`src/fdc_pkg.sv`:
```
package fdc_pkg;

	// --------------------------------------------------
	// host register map
	// --------------------------------------------------
	localparam logic [2:0] A_STATUS_CMD = 3'd0; // status on read, command on write
	localparam logic [2:0] A_TRACK      = 3'd1;
	localparam logic [2:0] A_SECTOR     = 3'd2;
	localparam logic [2:0] A_DATA       = 3'd3;
	localparam logic [2:0] A_CTL2       = 3'd7; // bit0 drive, bit2 side

	// command nibbles, bits 7:4 of the command byte
	localparam logic [3:0] CMD_RESTORE    = 4'h0;
	localparam logic [3:0] CMD_SEEK       = 4'h1;
	localparam logic [3:0] CMD_STEP       = 4'h2;
	localparam logic [3:0] CMD_STEP_U     = 4'h3; // _U variants update the track register
	localparam logic [3:0] CMD_STEP_IN    = 4'h4;
	localparam logic [3:0] CMD_STEP_IN_U  = 4'h5;
	localparam logic [3:0] CMD_STEP_OUT   = 4'h6;
	localparam logic [3:0] CMD_STEP_OUT_U = 4'h7;
	localparam logic [3:0] CMD_READ_SEC   = 4'h8;
	localparam logic [3:0] CMD_READ_MULTI = 4'h9;
	localparam logic [3:0] CMD_READ_ADDR  = 4'hC;
	localparam logic [3:0] CMD_FORCE_INT  = 4'hD;

	// sizes and timing
	localparam int SECTOR_SIZE       = 1024;
	localparam int SECTORS_PER_TRACK = 5;
	localparam int READADDR_LEN      = 6;   // track, side, sector, size code, crc x2
	localparam int FETCH_DELAY       = 4;   // wait states between buffer read and drq
	localparam int WATCHDOG_TIME     = 255; // cycles drq may stay unserved

	localparam int BUF_AW  = $clog2(SECTOR_SIZE);
	localparam int CNT_W   = BUF_AW + 1;    // byte counter holds a full sector
	localparam int FETCH_W = $clog2(FETCH_DELAY + 1);
	localparam int DOG_W   = $clog2(WATCHDOG_TIME + 1);

	// status bits; several are shared between the type I and type II layouts
	localparam int SBIT_BUSY        = 0;
	localparam int SBIT_DRQ_INDEX   = 1; // drq in type II, index in type I
	localparam int SBIT_LOST_TRACK0 = 2; // lost data in type II, track 0 in type I
	localparam int SBIT_CRC         = 3;
	localparam int SBIT_SEEKERR     = 4; // record not found in type II
	localparam int SBIT_HEADLOAD    = 5;
	localparam int SBIT_READONLY    = 6;
	localparam int SBIT_NOTREADY    = 7;

	// --------------------------------------------------
	// bundles
	// --------------------------------------------------
	typedef enum logic [1:0] {
		REQ_NOP,
		REQ_READ,
		REQ_READADDR
	} req_kind_e;

	typedef struct packed {
		logic       rd;
		logic       wr;
		logic [2:0] addr;
		logic [7:0] wdata;
	} host_bus_t;

	typedef struct packed {
		req_kind_e  kind;
		logic [3:0] cmd;    // command nibble, for nop requests
		logic       drive;
		logic       side;
		logic [7:0] track;  // head position, not the track register
		logic [7:0] sector;
	} fdc_request_t;

	typedef struct packed {
		logic done;
		logic ok;
	} fdc_reply_t;

	typedef struct packed {
		logic              en;
		logic [BUF_AW-1:0] addr;
		logic [7:0]        data;
	} buf_write_t;

endpackage

```
`src/drq_watchdog.sv`:
```
`timescale 1ns/1ps

module drq_watchdog (
	input  logic clk,
	input  logic cock,
	input  logic restart, // one pulse as drq rises
	output logic bark     // drq unserved for too long
);

	logic [fdc_pkg::DOG_W-1:0] count;

	// counts down to zero and parks there
	always_ff @(posedge clk or posedge cock) begin
		if (cock) begin
			count <= '0;
		end else if (restart) begin
			count <= fdc_pkg::WATCHDOG_TIME[fdc_pkg::DOG_W-1:0];
		end else if (count != '0) begin
			count <= count - 1'b1;
		end
	end

	assign bark = (count == '0); // high until the next restart

endmodule

```
`config.mk`:
```
export PLATFORM = sky130hd
export DESIGN_NAME = drq_watchdog
export DESIGN_NICKNAME = d
export VERILOG_FILES = /design/src/fdc_pkg.sv /design/src/drq_watchdog.sv
export SDC_FILE = /design/constraint.sdc
export NUM_CORES = 1
export LEC_CHECK = 0
export BUFFER_PORTS_ARGS = -buffer_cell sky130_fd_sc_hd__buf_2
export CAP_MARGIN = 25
export CORE_AREA = 2 2 39 41
export CTS_BUF_LIST = sky130_fd_sc_hd__clkbuf_8
export DETAILED_ROUTE_END_ITERATION = 7
export DIE_AREA = 0 0 41 43
export GPL_TIMING_DRIVEN = 0
export PLACE_DENSITY_LB_ADDON = 0.08
export SLEW_MARGIN = 10
export SYNTH_ARGS = -nofsm -noshare
export SYNTH_HDL_FRONTEND = slang
export SYNTH_SLANG_ARGS = --single-unit
export TNS_END_PERCENT = 30
```
`constraint.sdc`:
```
create_clock -name clk -period 1.5 [get_ports clk]
set_clock_uncertainty 0.15 [all_clocks]
set_input_delay 0.3 -clock clk [delete_from_list [all_inputs] [get_ports clk]]
set_output_delay 0.3 -clock clk [all_outputs]
set_load 0.01 [all_outputs]
```
Yosys cells after proc, flatten, opt, wreduce, memory -nomap -nowiden
Cells that the tools add are included.
{"block": "word_totals", "out_inout_bits": 1, "ff_bits": 8}
{"block": "op_classes", "reduce_logical": 3, "add_sub_neg": 1, "n_mux": 2}
{"cell": "$mux W8", "n": 2}
{"cell": "$logic_not A8 Y1", "n": 1}
{"cell": "$reduce_bool A8 Y1", "n": 1}
{"cell": "$sub A8 B1 Y8 const B", "n": 1}
{"cell": "$reduce_bool A2 Y1", "n": 1}

Longest topological paths before layout
Gate-level depths: netlist (run 1).
{"block": "logic_depth", "ltp_word": 3, "ltp_mapped": 5}

Least setup slack after synthesis (run 1)
No wires, ideal clock.
{"block": "synth_path", "path_kind": "register to register", "startpoint": "register count[0] (netlist bit)", "endpoint": "register count[4] (netlist bit)", "t_arrival_ps": 1379, "required_ps": 1216, "slack_ps": -163, "path_stages_with_launch": 6, "path_cell_list": "dfrtp_1 > inv_1 > ha_1 > or3b_2 > a21oi_1 > o31ai_1"}
{"block": "synth_via", "elab_chain_len": 3, "elab_cells_between_ends": 5, "cone_classes": "1 x add/sub; 2 x mux; 2 x reduce/logical"}
{"item": "from (decl)", "line": "drq_watchdog.sv:10", "source": "logic [fdc_pkg::DOG_W-1:0] count;"}
{"item": "from (signal assigned)", "line": "drq_watchdog.sv:17", "source": "count <= fdc_pkg::WATCHDOG_TIME[fdc_pkg::DOG_W-1:0];"}
{"item": "from (signal assigned)", "line": "drq_watchdog.sv:19", "source": "count <= count - 1'b1;"}
{"item": "$sub A8 B1 Y8", "line": "drq_watchdog.sv:19"}
{"item": "$mux W8", "line": "drq_watchdog.sv:18", "source": "end else if (count != '0) begin"}
{"item": "$mux W8", "line": "drq_watchdog.sv:16", "source": "end else if (restart) begin"}
Several ways; a longest one is shown, not always the timed one. The select of a mux whose other input is x is not followed.
A chain may end at the register's enable or synchronous reset.

Final worst setup path (run 1)
{"block": "layout_path", "startpoint": "register count[0] (netlist bit)", "endpoint": "register count[5] (netlist bit)"}
Same word-level chain as after synthesis.

==> run metrics, run 1 <==
outcome finished, violations left; failing checks negative setup slack; CP startpoint count[0]; Core Util, Final 0.5018; met3 Track Usage GR 0.03141; initial core utilization 0.3210; ant diodes 0; gr usage total 0.1633; number of top-level pins 4; pwr dens 799.9 nW/um^2; clock latency on the worst-skew pair 0.23 ns; Port-buffer cells 2; Worst VDD drop 484.1 uV; hold slack final 0.1957 ns; final worst setup slack -0.1917 ns; RSZ-0062 raised after global routing yes; crit path capture count[5]; 1st-iter DRT viols 3; Leakage 0.2931 nW; reg-to-reg endpoint count[5]; Nets 68; critical path startpoint category flop; GR Util met2 0.2500; Final Non-Filler Cells 78; Post-Syn Area 444.2 sq um; syn nets 49; Num CTS Buffers 3; Register-to-Register Path Depth 4; antenna-violating nets left 0; DRT Pass-1 Iters 2; Chip Width 41 um; vias in the first global route 406; area grow syn2layout 56.34%; Reg with most FFs count; DR WL/cell 14.41 um; CTS Root Cell clkbuf_8; worst-margin pin slew 0.3069 ns; global-route met1 utilization 0.1794; Post-Synthesis Cells 45; crit end category flop; first-pass GRT wire length 1787 um; DP HPWL 631.5 um; CTS tree yes; synth warn 0; synthesized flop and latch total 8; Final Power 0.0005555 W; fraction of layout cells with a size suffix above 1 0.5484; Hold WC Path Type input pin to flop; vias post-DR 404; endpoints failing setup 5; Die ar. 1763 sq um; CTS Buffer Depth 2; Hold Vio Cnt, Final 0; Max-Cap Viols 0; fmax 0.5911 GHz; fin area 694.4 sq um; placed cell area 504.2 sq um; drt total wl 1124 um; Reg2Reg Setup Slack -0.19 ns; critical path required time 1.52 ns; clock-pin slew on the worst setup and hold paths 0.04 ns; Slew HR 0.7952; CP Max Fanout 4; fin crit share 1.128; initial antenna violation count 0; largest net degree at the start of global routing 11; Placer Congestion 0.6679; row count 14; grt total ovfl 0; Final min period 1.692 ns; Seq/Total Area, Yosys 0.4507; Avg Inst Size Synth 9.871 sq um; max reg flops 8; Setup CP Type flop to flop; Critical Path AT 1.71 ns; largest registers count x8; Cells after DPL 63; Synth cell types 25; htree depth 1; Remaining DRCs 0; Clock Sinks 8; Die H 43 um; Std-Cell Core Area 1384 sq um; max-slew violations 0; vias per cell 5.179; reg2reg start count[0]; grt peak-use layer met2
[per-stage QoR]
stage	worst slack, ns	setup TNS, ns
floorplan	-0.07659	-0.2131
global placement	-0.3011	-0.9341
detailed placement	-0.3040	-1.089
CTS	-0.1665	-0.5061
global route	-0.2335	-0.8509
finish	-0.1917	-0.6411
[synth_stat cells (all sizes together)]
cell	n	area, sq um
mux2i	2	20.02
a21o	1	7.510
a21oi	3	15.01
buf	2	12.51
nand2	1	3.750
or3	1	7.510
dfrtp	8	200.2
ha	1	12.51
and3	1	6.260
nor3	3	15.01
inv	4	15.01
nand3b	1	7.510
nor2	5	18.77
a41o	1	10.01
or4	2	18.77
a2111oi	1	15.01
a211o	2	18.77
nor2b	1	6.260
o31ai	2	15.01
nand3	1	5.000
o21ai	1	5.000
or3b	1	8.760
[layout make-up]
| cell class | instances | area, sq um |
|---|---|---|
| plain buffers | 2 | 18.77 |
| inverters | 4 | 15.01 |
| well taps | 16 | 20.02 |
| repair buffers | 14 | 112.6 |
| flip-flops and latches | 8 | 203.9 |
| clock buffers | 3 | 41.29 |
| multi-input cells | 31 | 282.8 |
| fillers | 125 | 689.4 |
[placed cells by master, fill, tap and decap left out]
cell           instances
ha_4                   1
clkbuf_8               3
and3_1                 1
buf_6                  3
a21oi_2                1
buf_2                  1
or3_2                  1
o21ai_1                1
dfrtp_1                5
a21oi_1                2
nand3b_1               1
nor2_1                 5
nand2_1                1
inv_1                  2
or4_4                  2
nor2b_1                1
buf_4                 11
a211o_2                1
nand3_1                1
o31ai_1                2
a211o_1                1
dlygate4sd3_1          1
dfrtp_2                3
mux2i_1                2
or3b_2                 1
a21o_1                 1
a2111oi_4              1
nor3_4                 3
a41o_1                 1
inv_2                  2
[power breakdown]
part / internal (W) / leakage [nW] / switching, W
logic: 0.0000285 / 0.199 / 0.0000286
registers: 0.000223 / 0.0727 / 0.00000710
clock network: 0.000175 / 0.0216 / 0.0000935
[layer usage]
metal | vias up | routed length (um)
met1 | 194 | 462
met5 | - | 0
met3 | 4 | 36
li1 | 199 | -
met4 | 0 | 42
met2 | 7 | 583
[cell families after synthesis]
logic type      share of synthesized area
flops                              0.4507
compound gates                     0.1943
buf+inv                           0.06196
simple gates                       0.2197
fa+ha+maj                         0.02816
mux                               0.04507
[worst min path at each step]
stage	from	end	slack [ns]	depth (start not counted)
2_1_floorplan	cock	count[0]	-0.03	1
3_3_place_gp	cock	count[2]	0.10	2
3_5_place_dp	cock	count[3]	0.11	2
4_1_cts	restart	count[4]	0.20	3
5_1_grt	restart	count[4]	0.21	3
6_report	restart	count[4]	0.20	3
[timing repair]
item | in CTS | in global routing
buffers inserted | 11 | 0
pin swaps | 5 | 3
setup endpoints to repair | 8 | 9
gates resized for setup | 11 | 4
endpoints found under the hold margin | 8 | 0
hold buffers | 1 | 0
[worst max-delay path, cell delays in order, from the launching register on]
cell	delay [ns]
dfrtp_1	0.39
buf_4	0.15
or4_4	0.56
a2111oi_4	0.21
a211o_2	0.16
Note: power is estimated with default switching activity, not from simulation.
==> run 2, diff against run 1 <==
Settings changed: RECOVER_POWER from default to 25, TNS_END_PERCENT 30 to default.
==> run 2 against run 1 <==
Against the previous run: the flow still finishes with violations (negative setup slack); sequential power about the same; hold slack better by 0.019 ns; non-clock buffer count unchanged; critical endpoint unchanged; register-to-register slack improved by 0.07 ns; sequential cell count unchanged; count of clock-buffer cells in the layout stayed put; first-iteration DRC count grew to 3.3 times the previous value; routed wire length decreased by 7.1%; core utilization decreased by 0.090 points; maximum frequency grew 4.5%; highest routed layer unchanged; global-route usage shrank 1.1 points.
==> run metrics, run 2 (same netlist as run 1, synthesis figures left out) <==
Setup CP Type flop to flop; DR WL/cell 13.38 um; first-pass GRT wire length 1794 um; antenna-violating nets left 0; Chip Width 41 um; Max-Cap Viols 0; 1st-iter DRT viols 10; Fillers 124; Slowest-stage cell, CP or4_4; Remaining DRCs 0; Hold WC Path Type input pin to flop; fin crit share 1.080; hold slack final 0.2143 ns; fin area 693.2 sq um; placed cell area 509.2 sq um; Cells after DPL 63; Std-Cell Core Area 1384 sq um; crit end category flop; CTS Buffer Depth 2; worst-margin pin slew 0.3173 ns; critical path required time 1.51 ns; Clock Sinks 8; area of the multi-input gates 284.0 sq um; Num CTS Buffers 3; DP HPWL 677.2 um; Final min period 1.619 ns; Register Area 205.2 sq um; Hold Vio Cnt, Final 0; CTS Root Cell clkbuf_8; vias in the first global route 440; commonest non-fill, non-tap cell in the layout buf_4; max incr delay on CP 0.55 ns; area grow syn2layout 56.06%; gr usage total 0.1523; CP Max Fanout 4; fraction of layout cells with a size suffix above 1 0.5806; Final Non-Filler Cells 78; largest net degree at the start of global routing 11; initial antenna violation count 0; Slew HR 0.7883; Worst VDD drop 442.0 uV; Nets 68; failing checks negative setup slack; outcome finished, violations left; number of top-level pins 4; RSZ-0062 raised after global routing yes; critical path startpoint category flop; Placer Congestion 0.7081; grt total ovfl 0; Reg2Reg Setup Slack -0.12 ns; Reg with most FFs count; most frequent cells in the layout buf_4 (12), nor2_1 (5), dfrtp_1 (4), dfrtp_2 (4), clkbuf_8 (3); final worst setup slack -0.1194 ns; row count 14; vias per cell 5.385; pwr dens 775.0 nW/um^2; max reg flops 8; endpoints failing setup 3; drt total wl 1044 um; max-slew violations 0; vias post-DR 420; Port-buffer cells 2; clock latency on the worst-skew pair 0.22 ns; Die H 43 um; DRT Pass-1 Iters 4; Die ar. 1763 sq um; Critical Path AT 1.63 ns; fmax 0.6175 GHz; htree depth 1; ant diodes 0; CTS tree yes; Final Power 0.0005372 W; largest registers count x8; clock-pin slew on the worst setup and hold paths 0.04 ns; Leakage 0.2750 nW; critical path cell sequence buf_6, or4_4, a2111oi_4, a211o_2; initial core utilization 0.3210
run 2: worst max-delay path, delay by kind of cell, from the launching register on:
kind | cells | cell delay (ns)
and+or+nand+nor | 1 | 0.55
DFF | 1 | 0.39
AOI/OAI and AO/OA | 2 | 0.34
buffers and inverters | 1 | 0.13
run 2: worst paths after layout:
| path | startpoint | endpoint | cells after the start |
|---|---|---|---|
| min reg2reg | count[3] | count[3] | 2 |
| max in group asynchronous | cock | count[3] | 3 |
| max | count[1] | count[5] | 4 |
| min | restart | count[4] | 3 |
| min in group asynchronous | cock | count[6] | 3 |
| max reg2reg | count[1] | count[5] | 4 |
run 2: per-layer routing:
layer  wire length (um)  part of all wire  track usage
met1                428              0.41       0.1733
met5                  0                 0            0
met2                587              0.56       0.2500
met4                  6            0.0057      0.08000
met3                 21             0.020      0.03141
run 2: layout make-up:
type,count,share of cell area
Multi-Input combinational cell,31,0.4097
Clock buffer,3,0.05957
Buffer,1,0.01083
Inverter,4,0.02166
Tap cell,16,0.02888
Sequential cell,8,0.2960
Timing Repair Buffer,15,0.1733
run 2: through the flow:
step	setup slack, ns	utilization	setup TNS, ns
CTS	-0.1643	0.4973	-0.3856
finish	-0.1194	0.5009	-0.3393
floorplan	-0.07659	-	-0.1300
global route	-0.1717	0.5009	-0.6112
global placement	-0.1762	0.3680	-0.4651
detailed placement	-0.2020	0.3680	-0.6431
run 2: power breakdown:
group / internal (W) / switching (W) / total (W)
combinational: 0.0000303 / 0.0000301 / 0.0000604
clock: 0.000173 / 0.0000731 / 0.000246
sequential: 0.000223 / 0.00000754 / 0.000231
run 2: timing repair:
action | CTS | global route
gates resized for setup | 15 | 1
hold buffers | 1 | 0
endpoints found under the setup margin | 6 | 7
endpoints found under the hold margin | 8 | 0
gates cloned | 0 | 0
buffers inserted | 10 | 2
pin swaps | 6 | 4
