===== src/fdc_pkg.sv =====
package fdc_pkg;

	// --------------------------------------------------
	// host register map
	// --------------------------------------------------
	localparam logic [2:0] A_STATUS_CMD = 3'd0; // status on read, command on write
	localparam logic [2:0] A_TRACK      = 3'd1;
	localparam logic [2:0] A_SECTOR     = 3'd2;
	localparam logic [2:0] A_DATA       = 3'd3;
	localparam logic [2:0] A_CTL2       = 3'd7; // bit0 drive, bit2 side

	// command nibbles, bits 7:4 of the command byte
	localparam logic [3:0] CMD_RESTORE    = 4'h0;
	localparam logic [3:0] CMD_SEEK       = 4'h1;
	localparam logic [3:0] CMD_STEP       = 4'h2;
	localparam logic [3:0] CMD_STEP_U     = 4'h3; // _U variants update the track register
	localparam logic [3:0] CMD_STEP_IN    = 4'h4;
	localparam logic [3:0] CMD_STEP_IN_U  = 4'h5;
	localparam logic [3:0] CMD_STEP_OUT   = 4'h6;
	localparam logic [3:0] CMD_STEP_OUT_U = 4'h7;
	localparam logic [3:0] CMD_READ_SEC   = 4'h8;
	localparam logic [3:0] CMD_READ_MULTI = 4'h9;
	localparam logic [3:0] CMD_READ_ADDR  = 4'hC;
	localparam logic [3:0] CMD_FORCE_INT  = 4'hD;

	// sizes and timing
	localparam int SECTOR_SIZE       = 1024;
	localparam int SECTORS_PER_TRACK = 5;
	localparam int READADDR_LEN      = 6;   // track, side, sector, size code, crc x2
	localparam int FETCH_DELAY       = 4;   // wait states between buffer read and drq
	localparam int WATCHDOG_TIME     = 255; // cycles drq may stay unserved

	localparam int BUF_AW  = $clog2(SECTOR_SIZE);
	localparam int CNT_W   = BUF_AW + 1;    // byte counter holds a full sector
	localparam int FETCH_W = $clog2(FETCH_DELAY + 1);
	localparam int DOG_W   = $clog2(WATCHDOG_TIME + 1);

	// status bits; several are shared between the type I and type II layouts
	localparam int SBIT_BUSY        = 0;
	localparam int SBIT_DRQ_INDEX   = 1; // drq in type II, index in type I
	localparam int SBIT_LOST_TRACK0 = 2; // lost data in type II, track 0 in type I
	localparam int SBIT_CRC         = 3;
	localparam int SBIT_SEEKERR     = 4; // record not found in type II
	localparam int SBIT_HEADLOAD    = 5;
	localparam int SBIT_READONLY    = 6;
	localparam int SBIT_NOTREADY    = 7;

	// --------------------------------------------------
	// bundles
	// --------------------------------------------------
	typedef enum logic [1:0] {
		REQ_NOP,
		REQ_READ,
		REQ_READADDR
	} req_kind_e;

	typedef struct packed {
		logic       rd;
		logic       wr;
		logic [2:0] addr;
		logic [7:0] wdata;
	} host_bus_t;

	typedef struct packed {
		req_kind_e  kind;
		logic [3:0] cmd;    // command nibble, for nop requests
		logic       drive;
		logic       side;
		logic [7:0] track;  // head position, not the track register
		logic [7:0] sector;
	} fdc_request_t;

	typedef struct packed {
		logic done;
		logic ok;
	} fdc_reply_t;

	typedef struct packed {
		logic              en;
		logic [BUF_AW-1:0] addr;
		logic [7:0]        data;
	} buf_write_t;

endpackage


===== src/fdc_core.sv =====
`timescale 1ns/1ps

module fdc_core (
	input  logic                        clk,
	input  logic                        cock,
	input  fdc_pkg::host_bus_t          host,
	output logic [7:0]                  rdata,
	output logic                        irq,
	output logic                        drq,
	output logic                        req_valid,   // one cycle per request
	output fdc_pkg::fdc_request_t       req,         // held until the next request
	input  logic                        reply_valid,
	input  fdc_pkg::fdc_reply_t         reply,
	output logic [fdc_pkg::BUF_AW-1:0]  buf_addr,
	output logic                        buf_rd,
	input  logic [7:0]                  buf_data,
	output logic                        dog_restart,
	input  logic                        dog_bark
);

	typedef enum logic [2:0] {
		S_IDLE,       // also serves drq to the host
		S_WAIT_REPLY,
		S_FETCH,
		S_DELAY,
		S_NEXT_ADDR,
		S_ABORT
	} state_e;

	state_e state;

	logic [7:0] track_reg;
	logic [7:0] sector_reg;
	logic [7:0] data_reg;
	logic [7:0] head;        // real head position, ff = unknown
	logic       step_dir;    // 1 = out, toward track 0
	logic       side;
	logic       drive;
	logic       busy;
	logic       seek_err;
	logic       lost;
	logic       head_loaded;
	logic       type2;       // layout of the status byte
	logic       multi;
	logic [fdc_pkg::CNT_W-1:0]   byte_cnt; // bytes left, current one included
	logic [fdc_pkg::FETCH_W-1:0] fetch_timer;
	logic [7:0] status;

	logic [3:0] cmd;
	logic       cmd_wr;
	logic       force_int;
	logic       data_rd;
	logic       byte_done;
	logic       step_out;
	logic [7:0] head_step;

	assign cmd       = host.wdata[7:4];
	assign cmd_wr    = host.wr && (host.addr == fdc_pkg::A_STATUS_CMD);
	assign force_int = cmd_wr && (cmd == fdc_pkg::CMD_FORCE_INT); // accepted even when busy
	assign data_rd   = host.rd && (host.addr == fdc_pkg::A_DATA);
	// host took the byte, or the watchdog gave up on it
	assign byte_done = (state == S_IDLE) && drq && (data_rd || dog_bark);
	assign step_out  = host.wdata[6] ? host.wdata[5] : step_dir; // plain step keeps last dir
	assign head_step = step_out ? head - 8'd1 : head + 8'd1;
	assign dog_restart = (state == S_DELAY) && (fetch_timer == '0) && !force_int;

	// --------------------------------------------------
	// status byte
	// --------------------------------------------------
	always_comb begin
		status = '0;
		status[fdc_pkg::SBIT_BUSY]     = busy;
		status[fdc_pkg::SBIT_SEEKERR]  = seek_err;
		status[fdc_pkg::SBIT_CRC]      = 1'b0; // no crc on an image
		status[fdc_pkg::SBIT_READONLY] = 1'b0;
		status[fdc_pkg::SBIT_NOTREADY] = 1'b0; // drive always there
		if (type2) begin
			status[fdc_pkg::SBIT_DRQ_INDEX]   = drq;
			status[fdc_pkg::SBIT_LOST_TRACK0] = lost;
		end else begin
			status[fdc_pkg::SBIT_LOST_TRACK0] = (head == 8'd0);
			status[fdc_pkg::SBIT_HEADLOAD]    = head_loaded; // index pulse not modeled
		end
	end

	// request word, track is always the head position
	function automatic fdc_pkg::fdc_request_t make_req(input fdc_pkg::req_kind_e kind,
		input logic [3:0] nib, input logic [7:0] sec);
		fdc_pkg::fdc_request_t r;
		r.kind   = kind;
		r.cmd    = nib;
		r.drive  = drive;
		r.side   = side;
		r.track  = head;
		r.sector = sec;
		return r;
	endfunction

	always_ff @(posedge clk or posedge cock) begin
		if (cock) begin
			state       <= S_IDLE;
			track_reg   <= '0;
			sector_reg  <= '0;
			data_reg    <= '0;
			head        <= 8'hff;
			step_dir    <= 1'b0;
			{side, drive} <= 2'b00;
			{busy, seek_err, lost, head_loaded} <= '0;
			{type2, multi} <= 2'b00;
			byte_cnt    <= '0;
			fetch_timer <= '0;
			rdata       <= '0;
			{irq, drq}  <= 2'b00;
			req_valid   <= 1'b0;
			req         <= '0;
			buf_addr    <= '0;
			buf_rd      <= 1'b0;
		end else begin
			req_valid <= 1'b0; // strobes
			buf_rd    <= 1'b0;

			// --------------------------------------------------
			// host register access
			// --------------------------------------------------
			if (host.rd) begin
				case (host.addr)
				fdc_pkg::A_STATUS_CMD: rdata <= status;
				fdc_pkg::A_TRACK:      rdata <= track_reg;
				fdc_pkg::A_SECTOR:     rdata <= sector_reg;
				fdc_pkg::A_DATA:       rdata <= data_reg;
				fdc_pkg::A_CTL2:       rdata <= {5'b11111, side, 1'b0, drive};
				default:               rdata <= 8'hff;
				endcase
			end

			if (host.wr) begin
				case (host.addr)
				fdc_pkg::A_TRACK:  if (!busy) track_reg <= host.wdata;
				fdc_pkg::A_SECTOR: if (!busy) sector_reg <= host.wdata;
				fdc_pkg::A_DATA:   data_reg <= host.wdata; // seek target
				fdc_pkg::A_CTL2: begin
					side  <= host.wdata[2];
					drive <= host.wdata[0];
				end
				default: ;
				endcase
			end

			// new command, only when idle
			if (cmd_wr && !force_int && !busy) begin
				type2     <= host.wdata[7];
				busy      <= 1'b1;
				irq       <= 1'b0;
				seek_err  <= 1'b0;
				lost      <= 1'b0;
				req_valid <= 1'b1;
				state     <= S_WAIT_REPLY;
				req       <= make_req(fdc_pkg::REQ_NOP, cmd, sector_reg);
				case (cmd)
				fdc_pkg::CMD_RESTORE: begin
					head        <= 8'd0;
					track_reg   <= 8'd0;
					head_loaded <= host.wdata[3];
				end
				fdc_pkg::CMD_SEEK: begin
					head        <= data_reg;
					track_reg   <= data_reg;
					head_loaded <= host.wdata[3];
				end
				fdc_pkg::CMD_STEP, fdc_pkg::CMD_STEP_U,
				fdc_pkg::CMD_STEP_IN, fdc_pkg::CMD_STEP_IN_U,
				fdc_pkg::CMD_STEP_OUT, fdc_pkg::CMD_STEP_OUT_U: begin
					step_dir    <= step_out;
					head        <= head_step;
					head_loaded <= host.wdata[3];
					if (host.wdata[4])
						track_reg <= head_step; // update flag
				end
				fdc_pkg::CMD_READ_SEC, fdc_pkg::CMD_READ_MULTI: begin
					multi    <= host.wdata[4];
					byte_cnt <= fdc_pkg::SECTOR_SIZE[fdc_pkg::CNT_W-1:0];
					req      <= make_req(fdc_pkg::REQ_READ, cmd, sector_reg);
				end
				fdc_pkg::CMD_READ_ADDR: begin
					multi    <= 1'b0;
					byte_cnt <= fdc_pkg::READADDR_LEN[fdc_pkg::CNT_W-1:0];
					req      <= make_req(fdc_pkg::REQ_READADDR, cmd, sector_reg);
				end
				default: ; // writes and track ops, just a nop round trip
				endcase
			end

			// --------------------------------------------------
			// command FSM
			// --------------------------------------------------
			if (force_int) begin
				state <= S_ABORT;
			end else begin
				case (state)
				S_IDLE: if (byte_done) begin
					drq <= 1'b0;
					if (!data_rd)
						lost <= 1'b1; // watchdog, skip this byte
					if (byte_cnt == 1) begin
						if (multi && sector_reg <= fdc_pkg::SECTORS_PER_TRACK) begin
							sector_reg <= sector_reg + 8'd1;
							byte_cnt   <= fdc_pkg::SECTOR_SIZE[fdc_pkg::CNT_W-1:0];
							req_valid  <= 1'b1;
							req        <= make_req(fdc_pkg::REQ_READ, req.cmd,
								sector_reg + 8'd1);
							state      <= S_WAIT_REPLY;
						end else begin
							busy  <= 1'b0;
							irq   <= 1'b1;
							multi <= 1'b0;
						end
					end else begin
						state <= S_NEXT_ADDR;
					end
				end
				S_WAIT_REPLY: if (reply_valid && reply.done) begin
					if (!reply.ok) begin
						seek_err <= 1'b1; // record not found in type II
						busy     <= 1'b0;
						irq      <= 1'b1;
						multi    <= 1'b0;
						state    <= S_IDLE;
					end else if (req.kind == fdc_pkg::REQ_NOP) begin
						busy  <= 1'b0;
						irq   <= 1'b1;
						state <= S_IDLE;
					end else begin
						buf_addr <= '0; // buffer is full, start at byte 0
						state    <= S_FETCH;
					end
				end
				S_FETCH: begin
					buf_rd      <= 1'b1;
					fetch_timer <= fdc_pkg::FETCH_DELAY[fdc_pkg::FETCH_W-1:0];
					state       <= S_DELAY;
				end
				S_DELAY: begin
					if (fetch_timer != '0) begin
						fetch_timer <= fetch_timer - 1'b1;
					end else begin
						data_reg <= buf_data;
						drq      <= 1'b1;
						state    <= S_IDLE;
					end
				end
				S_NEXT_ADDR: begin
					buf_addr <= buf_addr + 1'b1;
					byte_cnt <= byte_cnt - 1'b1;
					state    <= S_FETCH;
				end
				S_ABORT: begin
					busy     <= 1'b0;
					drq      <= 1'b0;
					seek_err <= 1'b0;
					lost     <= 1'b0;
					multi    <= 1'b0;
					state    <= S_IDLE; // a late reply is ignored from here
				end
				default: state <= S_IDLE;
				endcase
			end
		end
	end

endmodule


===== config.mk =====
export PLATFORM = sky130hd
export DESIGN_NAME = fdc_core
export DESIGN_NICKNAME = d
export VERILOG_FILES = /design/src/fdc_pkg.sv /design/src/fdc_core.sv
export SDC_FILE = /design/constraint.sdc
export NUM_CORES = 1
export LEC_CHECK = 0
export BUFFER_PORTS_ARGS = -buffer_cell sky130_fd_sc_hd__buf_2
export CAP_MARGIN = 0
export CORE_ASPECT_RATIO = 1.2
export CORE_UTILIZATION = 35
export CTS_CLUSTER_SIZE = 40
export DETAILED_ROUTE_END_ITERATION = 6
export PLACE_DENSITY = 0.67
export SYNTH_ARGS = -nofsm -noshare
export SYNTH_HDL_FRONTEND = slang
export SYNTH_SLANG_ARGS = --single-unit
export TNS_END_PERCENT = 30

===== constraint.sdc =====
create_clock -name clk -period 3.4 [get_ports clk]
set_input_delay 0.68 -clock clk [delete_from_list [all_inputs] [get_ports clk]]
set_output_delay 0.68 -clock clk [all_outputs]
set_load 0.01 [all_outputs]

After elaboration in Yosys (flattened, before gate mapping)
Index checks and enable logic that the tools add are counted.
Widths: inputs -> output; s select.
- bitwise logic cells: 1
- div/mod/pow operators: 0
- reduce and logical (&&, ||, !) cells: 35
- eq/ne operators: 28
- order comparisons: 1
- muxes and demuxes: 104
- shift-type cells: 0
- $add $sub $neg: 6
- multiply operators: 0
- operators by type and width (operator ; count):
    $mux 8 ; 19
    $mux 24 ; 6
    $mux 11 ; 5
    $pmux 24 s2 ; 1
    $pmux 8 s3 ; 2
    $mux 1 ; 45
    $pmux 11 s2 ; 2
    $pmux 8 s5 ; 1
    $mux 10 ; 3
    $mux 3 ; 8
    $pmux 10 s2 ; 1
    $add 8x1->8 const B ; 2
    $eq 4x3->1 const B ; 4
    $eq 4x4->1 const B ; 4
    $pmux 3 s5 ; 1
    $eq 3x2->1 const B ; 4
    $eq 11x1->1 const B ; 1
    $logic_and 1x1->1 ; 11
    $sub 11x1->11 const B ; 1
    $add 10x1->10 const B ; 1
    $ne 2x2->1 const B ; 5
    $eq 3x3->1 const B ; 3
    $logic_not 3->1 ; 3
    $pmux 1 s3 ; 3
    26 further kinds ; 39
- flip-flop bits (word level): 104
- logic and storage cells: 203
- latch bits: 0
- memory bits (writable): 0
- memories: 0
- output and inout bits: 47
- bits in read-only memories: 0

Longest topological paths before layout
Gate-level depths: netlist (run 1).
- word-level depth: 12
- mapped depth: 10
- depth with buffers taken out: 7

Least setup slack after synthesis (run 1)
Ideal clock, no wire load.
- path kind: input port to flip-flop
- from: input host[6] (netlist bit)
- to: register head[7]
- stages on the path: 8
- path slack: 595 ps
- data arrival time: 2724 ps
- buffers on the path: 1
- path through: clkbuf_1 > mux2_2 > ha_1 > or3_1 > a21oi_1 > nor3_1 > or2_2 > o211ai_1
- RTL lines (item ; RTL line ; RTL):
    from (decl) ; fdc_core.sv:6 ; input fdc_pkg::host_bus_t host,
    $mux 1 ; fdc_core.sv:63 ; assign step_out = host.wdata[6] ? host.wdata[5] : step_dir;
    named net step_out ; fdc_core.sv:54 ; logic step_out;
    $mux 8 ; fdc_core.sv:64 ; assign head_step = step_out ? head - 8'd1 : head + 8'd1;
    $pmux 8 s3 ; fdc_core.sv:159 ; case (cmd)
    to (signal assigned) ; fdc_core.sv:166 ; head <= data_reg;
    to (signal assigned) ; fdc_core.sv:174 ; head <= head_step;
    to (decl) ; fdc_core.sv:35 ; logic [7:0] head;
The timed path passes the listed nets, and every way through them passes these cells.
A chain may end at the register's enable or synchronous reset.

Worst setup path after layout (run 1)
- from: input host[9] (netlist bit)
- to: output dog_restart
- word-level cells in the longest chain between the ends: 5
- ends and longest elaborated chain (item ; RTL line ; RTL):
    $logic_not 3->1 ; fdc_core.sv:58 ; assign cmd_wr = host.wr && (host.addr == fdc_pkg::A_STATUS_CMD);
    $logic_and 1x1->1 ; fdc_core.sv:58 ;
    $logic_and 1x1->1 ; fdc_core.sv:59 ; assign force_int = cmd_wr && (cmd == fdc_pkg::CMD_FORCE_INT);
    $logic_not 1->1 ; fdc_core.sv:65 ; assign dog_restart = (state == S_DELAY) && (fetch_timer == '0) && !force_int;
    $logic_and 1x1->1 ; fdc_core.sv:65 ;
    to (decl) ; fdc_core.sv:17 ; output logic dog_restart,
No other way between the ends.

==> metrics.md, run 1 <==
| Metric | Value |
|---|---|
| Status | `completed` |
| Die Y | `around 140 µm` |
| Synth top area cells | `dfrtp_1, a21oi_1, nand2_1, mux2i_1, o21ai_0` |
| Max FFs per register | `24` |
| Area delta synth->final | `15.1%` |
| F_max | `~350 MHz` |
| Largest net degree at the start of global routing | `54` |
| Synthesis warning total | `0` |
| Synthesized area per cell | `9.49 µm²` |
| FFs w/ async S/R, synth | `100%` |
| Worst EP required | `2.72 ns` |
| # Post-CTS Setup Buffers | `0` |
| Most frequent cells in the layout | `dfrtp_1, buf_2, nand2_1` |
| Post-route minimum period | `~2.9 ns` |
| Synth Net Count | `652` |
| # clock sinks | `approximately 100` |
| Crit. End Element | `output pin` |
| Worst-path clk slew | `0.07 ns` |
| FF+latch area | `2610 µm²` |
| Starting Density | `35.7%` |
| TritonCTS clock tree | `done` |
| Via count | `between 4000 and 5000` |
| Distinct cells, synth | `76` |
| Share of layout cells above drive strength 1 | `20.7%` |
| Fillers | `1670` |
| NumNets Final | `713` |
| Top reg by flops | `req` |
| Post-synth top area share | `41.5%` |
| Vias/cell | `5.55` |
| DRT Wirelength | `15900 µm` |
| R2R depth | `5` |
| Tcrit/Tclk final | `a little under nine tenths` |
| Antenna Cells | `0` |
| WS Path Type | `input port to output pin` |
| Rows | `51` |
| Pwr Density | `761 nW/µm²` |
| Buffers on Ports | `73` |
| GRT Residual Overflow | `0` |
| Synth Instances | `slightly above 600` |
| Number of flops mapped to enable cells by yosys | `0` |
| H-tree depth | `3` |
| Final setup viols | `0` |
| Clock Skew | `between 0.01 and 0.015 ns` |
| Area leader, netlist | `dfrtp_1` |
| GP Congestion | `0.846` |
| Die width | `119 µm` |
| Top flop regs | `req: 24 flops, byte_cnt: 11 flops, buf_addr: 10 flops` |
| Worst-Skew Late Latency | `0.36 ns` |
| Mapped Area | `5790 µm²` |
| # resized after CTS | `0` |
| DPL Wire Length | `11600 µm` |
| Initial DRC count | `393` |
| Tot GR Track Use | `between 10% and 20%` |
| Wire length per cell | `17.9 µm` |
| Core ar. | `16200 µm²` |
| First drt pass iteration count | `5` |
| Arrival time of the worst setup path | `2.21 ns` |
| Antenna violations before repair | `0` |
| Clk buf depth | `2` |
| Final core utilization | `41.1%` |
| Leak | `3.09 nW` |
| RSZ-0062 raised after global routing | `no` |
| Hold Crit Class | `input port to asynchronous set/reset pin` |
| Top_reg_cell synth | `dfrtp_1` |
| Vias in the first global route | `about 4700` |
| Total negative slack | `0 ns` |
| First-pass GRT wire length | `25700 µm` |
| Crit Path Max Fanout | `22` |
| Worst-margin pin slew | `0.823 ns` |
| Total CTS buffers | `9` |
| Post-route ant nets | `0` |
| FF+latch count, synth | `104` |
| Startpoint class of the critical path | `input port` |
| # DRC | `0` |
| Die area | `between 15000 and 20000 µm²` |
| Max_slew headroom | `44.6%` |
| Multi-input gate area | `2960 µm²` |
| Final hold viol count | `0` |
| Io pins | `between 70 and 80` |
| Commonest non-fill, non-tap cell in the layout | `dfrtp_1` |
| Max-Cap Viols | `0` |
| Sequential fraction of the synthesis area | `45.1%` |
| Cts hold-fix bufs | `0` |
| Slew Viols, Final | `0` |
| Clock Tree Root | `clkbuf_16` |
| Worst IR Drop VDD | `326 µV` |
-- Yosys cell counts (8+ instances only) --
cell	count
a22oi_1	10
o21ai_0	43
nand3_1	15
buf_2	9
a31oi_1	8
nand2_1	66
mux2i_1	23
ha_1	14
mux2_1	9
a21oi_1	52
mux2_2	8
nor3_1	17
clkbuf_1	19
nor2_1	55
dfrtp_1	96
dfstp_2	8
inv_1	17
-- worst paths after layout --
check / startpoint / to / slack, ns
setup reg to reg: sector_reg[3] / req[19] / 0.76
hold / removal: cock / rdata[4] / 0.43
min in group clk: irq / irq / 0.47
max in group asynchronous: cock / head[5] / 2.27
hold reg to reg: irq / irq / 0.47
setup / recovery: host[9] / dog_restart / 0.51
-- where the power goes --
| part | switching [mW] | internal (mW) |
|---|---|---|
| sequential | 0.500 | 1.72 |
| combinational | 0.992 | 0.811 |
| clock | 0.516 | 0.538 |
-- cells by family (layout without fill, tap and decap cells) --
| logic type | Yosys count | after routing | share of synthesized area (%) |
|---|---|---|---|
| DFF | 104 | 104 | 45.1 |
| and+or+nand+nor | 212 | 212 | 18.8 |
| adders and majority gates | 15 | 15 | 3.37 |
| buffers and inverters | 52 | 118 | 3.82 |
| muxes | 45 | 45 | 8.71 |
| AOI/OAI and AO/OA | 176 | 176 | 19.3 |
| xor gates and xnor gates | 6 | 6 | 0.907 |
-- per-stage QoR --
stage	hold slack (ns)	cells	power, mW	setup slack (ns)	cell area (µm²)
2_1_floorplan	0.446	610	3.37	0.00105	5790
3_3_place_gp	0.456	872	3.99	0.547	6370
3_5_place_dp	0.462	872	4.02	0.495	6370
4_1_cts	0.455	888	5.10	0.492	6670
5_1_grt	0.485	888	5.41	0.422	6670
6_report	0.432	888	5.07	0.507	6670
-- metal layers --
metal  global-route usage [%]  wire, µm
met5                        0         0
met4                     8.09       444
met3                     3.67       786
met2                     32.5      7790
met1                     24.4      6860
-- layout make-up --
cell class                      instances  share of cell area (%)
Multi-Input combinational cell        454                    44.4
Sequential cell                       104                    39.2
Timing Repair Buffer                   85                    7.02
Tap cell                              212                    3.98
Clock buffer                           10                    3.58
Inverter                               17                   0.995
Clock inverter                          6                   0.863
-- worst max-delay path, stage by stage --
cell     delay (ns)
buf_2          0.22
or4b_4         0.58
o21ai_1        0.36
nor2_1         0.19
buf_2          0.18
(Power assumes the default switching activity.)
==> run 2, diff against run 1 <==
--- a/config.mk
+++ b/config.mk
@@ -8,10 +8,12 @@
 export BUFFER_PORTS_ARGS = -buffer_cell sky130_fd_sc_hd__buf_2
 export CAP_MARGIN = 0
 export CORE_ASPECT_RATIO = 1.2
-export CORE_UTILIZATION = 35
+export CORE_UTILIZATION = 43
 export CTS_CLUSTER_SIZE = 40
 export DETAILED_ROUTE_END_ITERATION = 6
-export PLACE_DENSITY = 0.67
+export GPL_TIMING_DRIVEN = 0
+export PLACE_DENSITY = 0.77
+export SKIP_CTS_REPAIR_TIMING = 1
 export SYNTH_ARGS = -nofsm -noshare
 export SYNTH_HDL_FRONTEND = slang
 export SYNTH_SLANG_ARGS = --single-unit
==> run 2 against run 1 <==
Critical endpoint unchanged; via count grew 2.7%; register-to-register slack improved by 0.03 ns; routed wire length down 6.2%; critical path depth rose by 2; maximum frequency fell by 9.2%; sequential power shrank 4%; highest routed layer unchanged; total power is 0.16% lower; clock power is 4% higher; largest power group unchanged.
==> metrics.md, run 2 (synthesis gave the netlist of run 1 again) <==
| Metric | Value |
|---|---|
| Worst path max stage delay | `between 0.5 and 0.6 ns` |
| DPL Wire Length | `10900 µm` |
| Worst EP required | `2.72 ns` |
| Met1 Use GR | `about 29%` |
| Total CTS buffers | `9` |
| # DRC | `0` |
| Antenna violations before repair | `0` |
| GRT met2 Usage | `37.9%` |
| Worst IR Drop VDD | `roughly 450 µV` |
| Starting Density | `43.9%` |
| Crit Path Max Fanout | `10` |
| Via count | `about 5100` |
| Buffers on Ports | `70` |
| H-tree depth | `3` |
| Initial DRC count | `approximately 360` |
| TritonCTS clock tree | `done` |
| GRT Residual Overflow | `0` |
| Clk buf depth | `2` |
| Leak | `between 3 and 4 nW` |
| # clock sinks | `between 100 and 150` |
| Startpoint class of the critical path | `flop` |
| GP Congestion | `roughly 0.93` |
| Core ar. | `13200 µm²` |
| Vias in the first global route | `4729` |
| Met3 usage | `3.17%` |
| Clock Tree Root | `clkbuf_16` |
| Worst-path clk slew | `approximately 0.070 ns` |
| Slew Viols, Final | `0` |
| Area delta synth->final | `15.3%` |
| F_max | `314 MHz` |
| Arrival time of the worst setup path | `2.51 ns` |
| Worst-path cell chain | `inv_1 -> ha_1 -> nor2b_1 -> nand2_1 -> nor2_1 -> buf_2 -> buf_2` |
| Total negative slack | `0 ns` |
| Most common cell on crit path | `buf_2` |
| DRT Wirelength | `14900 µm` |
| Worst-margin pin slew | `1.11 ns` |
| Final setup viols | `0` |
| Max FFs per register | `24` |
| Max_slew headroom | `25.7%` |
| Final hold viol count | `0` |
| Hold Crit Class | `input port to asynchronous set/reset pin` |
| Commonest non-fill, non-tap cell in the layout | `dfrtp_1` |
| Die width | `108 µm` |
| Largest net degree at the start of global routing | `65` |
| WS Path Type | `flop to output pin` |
| Max-Cap Viols | `0` |
| Non-filler cells, final | `around 870` |
| Status | `completed` |
| Pwr Density | `roughly 760 nW/µm²` |
| Busiest layer in global routing | `met2` |
| Antenna Cells | `0` |
| Inst Count DP | `849` |
| Io pins | `74` |
| Top reg by flops | `req` |
| Die area | `13900 µm²` |
| Wire length per cell | `between 15 and 20 µm` |
| Vias/cell | `5.86` |
| Rows | `46` |
| Worst-Skew Late Latency | `0.37 ns` |
| Share of layout cells above drive strength 1 | `just under 20%` |
| Top flop regs | `req: 24 flops, byte_cnt: 11 flops, buf_addr: 10 flops` |
| Reg2reg start | `byte_cnt[2]` |
| First drt pass iteration count | `5` |
| First-pass GRT wire length | `approximately 24000 µm` |
| Post-route minimum period | `3.19 ns` |
| Most frequent cells in the layout | `dfrtp_1, buf_2, nand2_1` |
| Slowest cell on the critical path | `nor2_1` |
| RSZ-0062 raised after global routing | `no` |
| Tcrit/Tclk final | `93.7%` |
| Clock Skew | `0.0121 ns` |
| Tot GR Track Use | `22.6%` |
| Post-route ant nets | `0` |
| CP Launch Point | `fetch_timer[0]` |
| Crit. End Element | `output pin` |
| NumNets Final | `734` |
| Die Y | `129 µm` |
## run 2: layout make-up
class	instances	area, µm²
plain buffers	35	158
repair buffers	71	370
well taps	168	210
clock buffers	10	239
fillers	1244	6500
inverters	17	66.3
flip-flops and latches	104	2610
clock inverters	6	66.3
multi-input cells	454	2960
## run 2: routing by layer
layer	routed length (µm)	up-vias
met4	419	0
met5	0	-
met1	6300	2463
met3	790	32
met2	7390	174
li1	-	2397
## run 2: worst max-delay path, delay by kind of cell, from the launching register on
kind,cells,cell delay [ns]
and+or+nand+nor,3,1.02
adders and majority gates,1,0.16
buffers and inverters,3,0.56
DFF,1,0.40
## run 2: metrics by stage
| step | power, mW | hold WS (ns) | instance area [µm²] | utilization (%) | worst slack (ns) |
|---|---|---|---|---|---|
| final | 5.07 | 0.477 | 6680 | 50.7 | 0.213 |
| after global routing | 5.41 | 0.513 | 6680 | 50.7 | 0.0677 |
| after CTS | 5.08 | 0.490 | 6680 | 50.7 | 0.241 |
| after detailed placement | 3.98 | 0.470 | 6370 | 48.4 | 0.232 |
| after global placement | 3.92 | 0.466 | 6350 | 48.2 | -1.29 |
| after floorplan | 3.37 | 0.446 | 5790 | - | 0.00105 |
## run 2: power breakdown
part	total (mW)	internal (mW)	switching (mW)
logic	1.84	0.817	1.02
clock network	1.09	0.595	0.491
registers	2.14	1.72	0.421
## run 2: path summary, 6_finish.rpt
check | cells after the start | end | slack [ns]
max in group asynchronous | 3 | head[2] | 2.18
hold reg to reg | 1 | buf_addr[9] | 0.48
setup / recovery | 7 | dog_restart | 0.21
hold / removal | 2 | fetch_timer[0] | 0.48
min in group clk | 1 | buf_addr[9] | 0.48
setup reg to reg | 7 | req[14] | 0.79
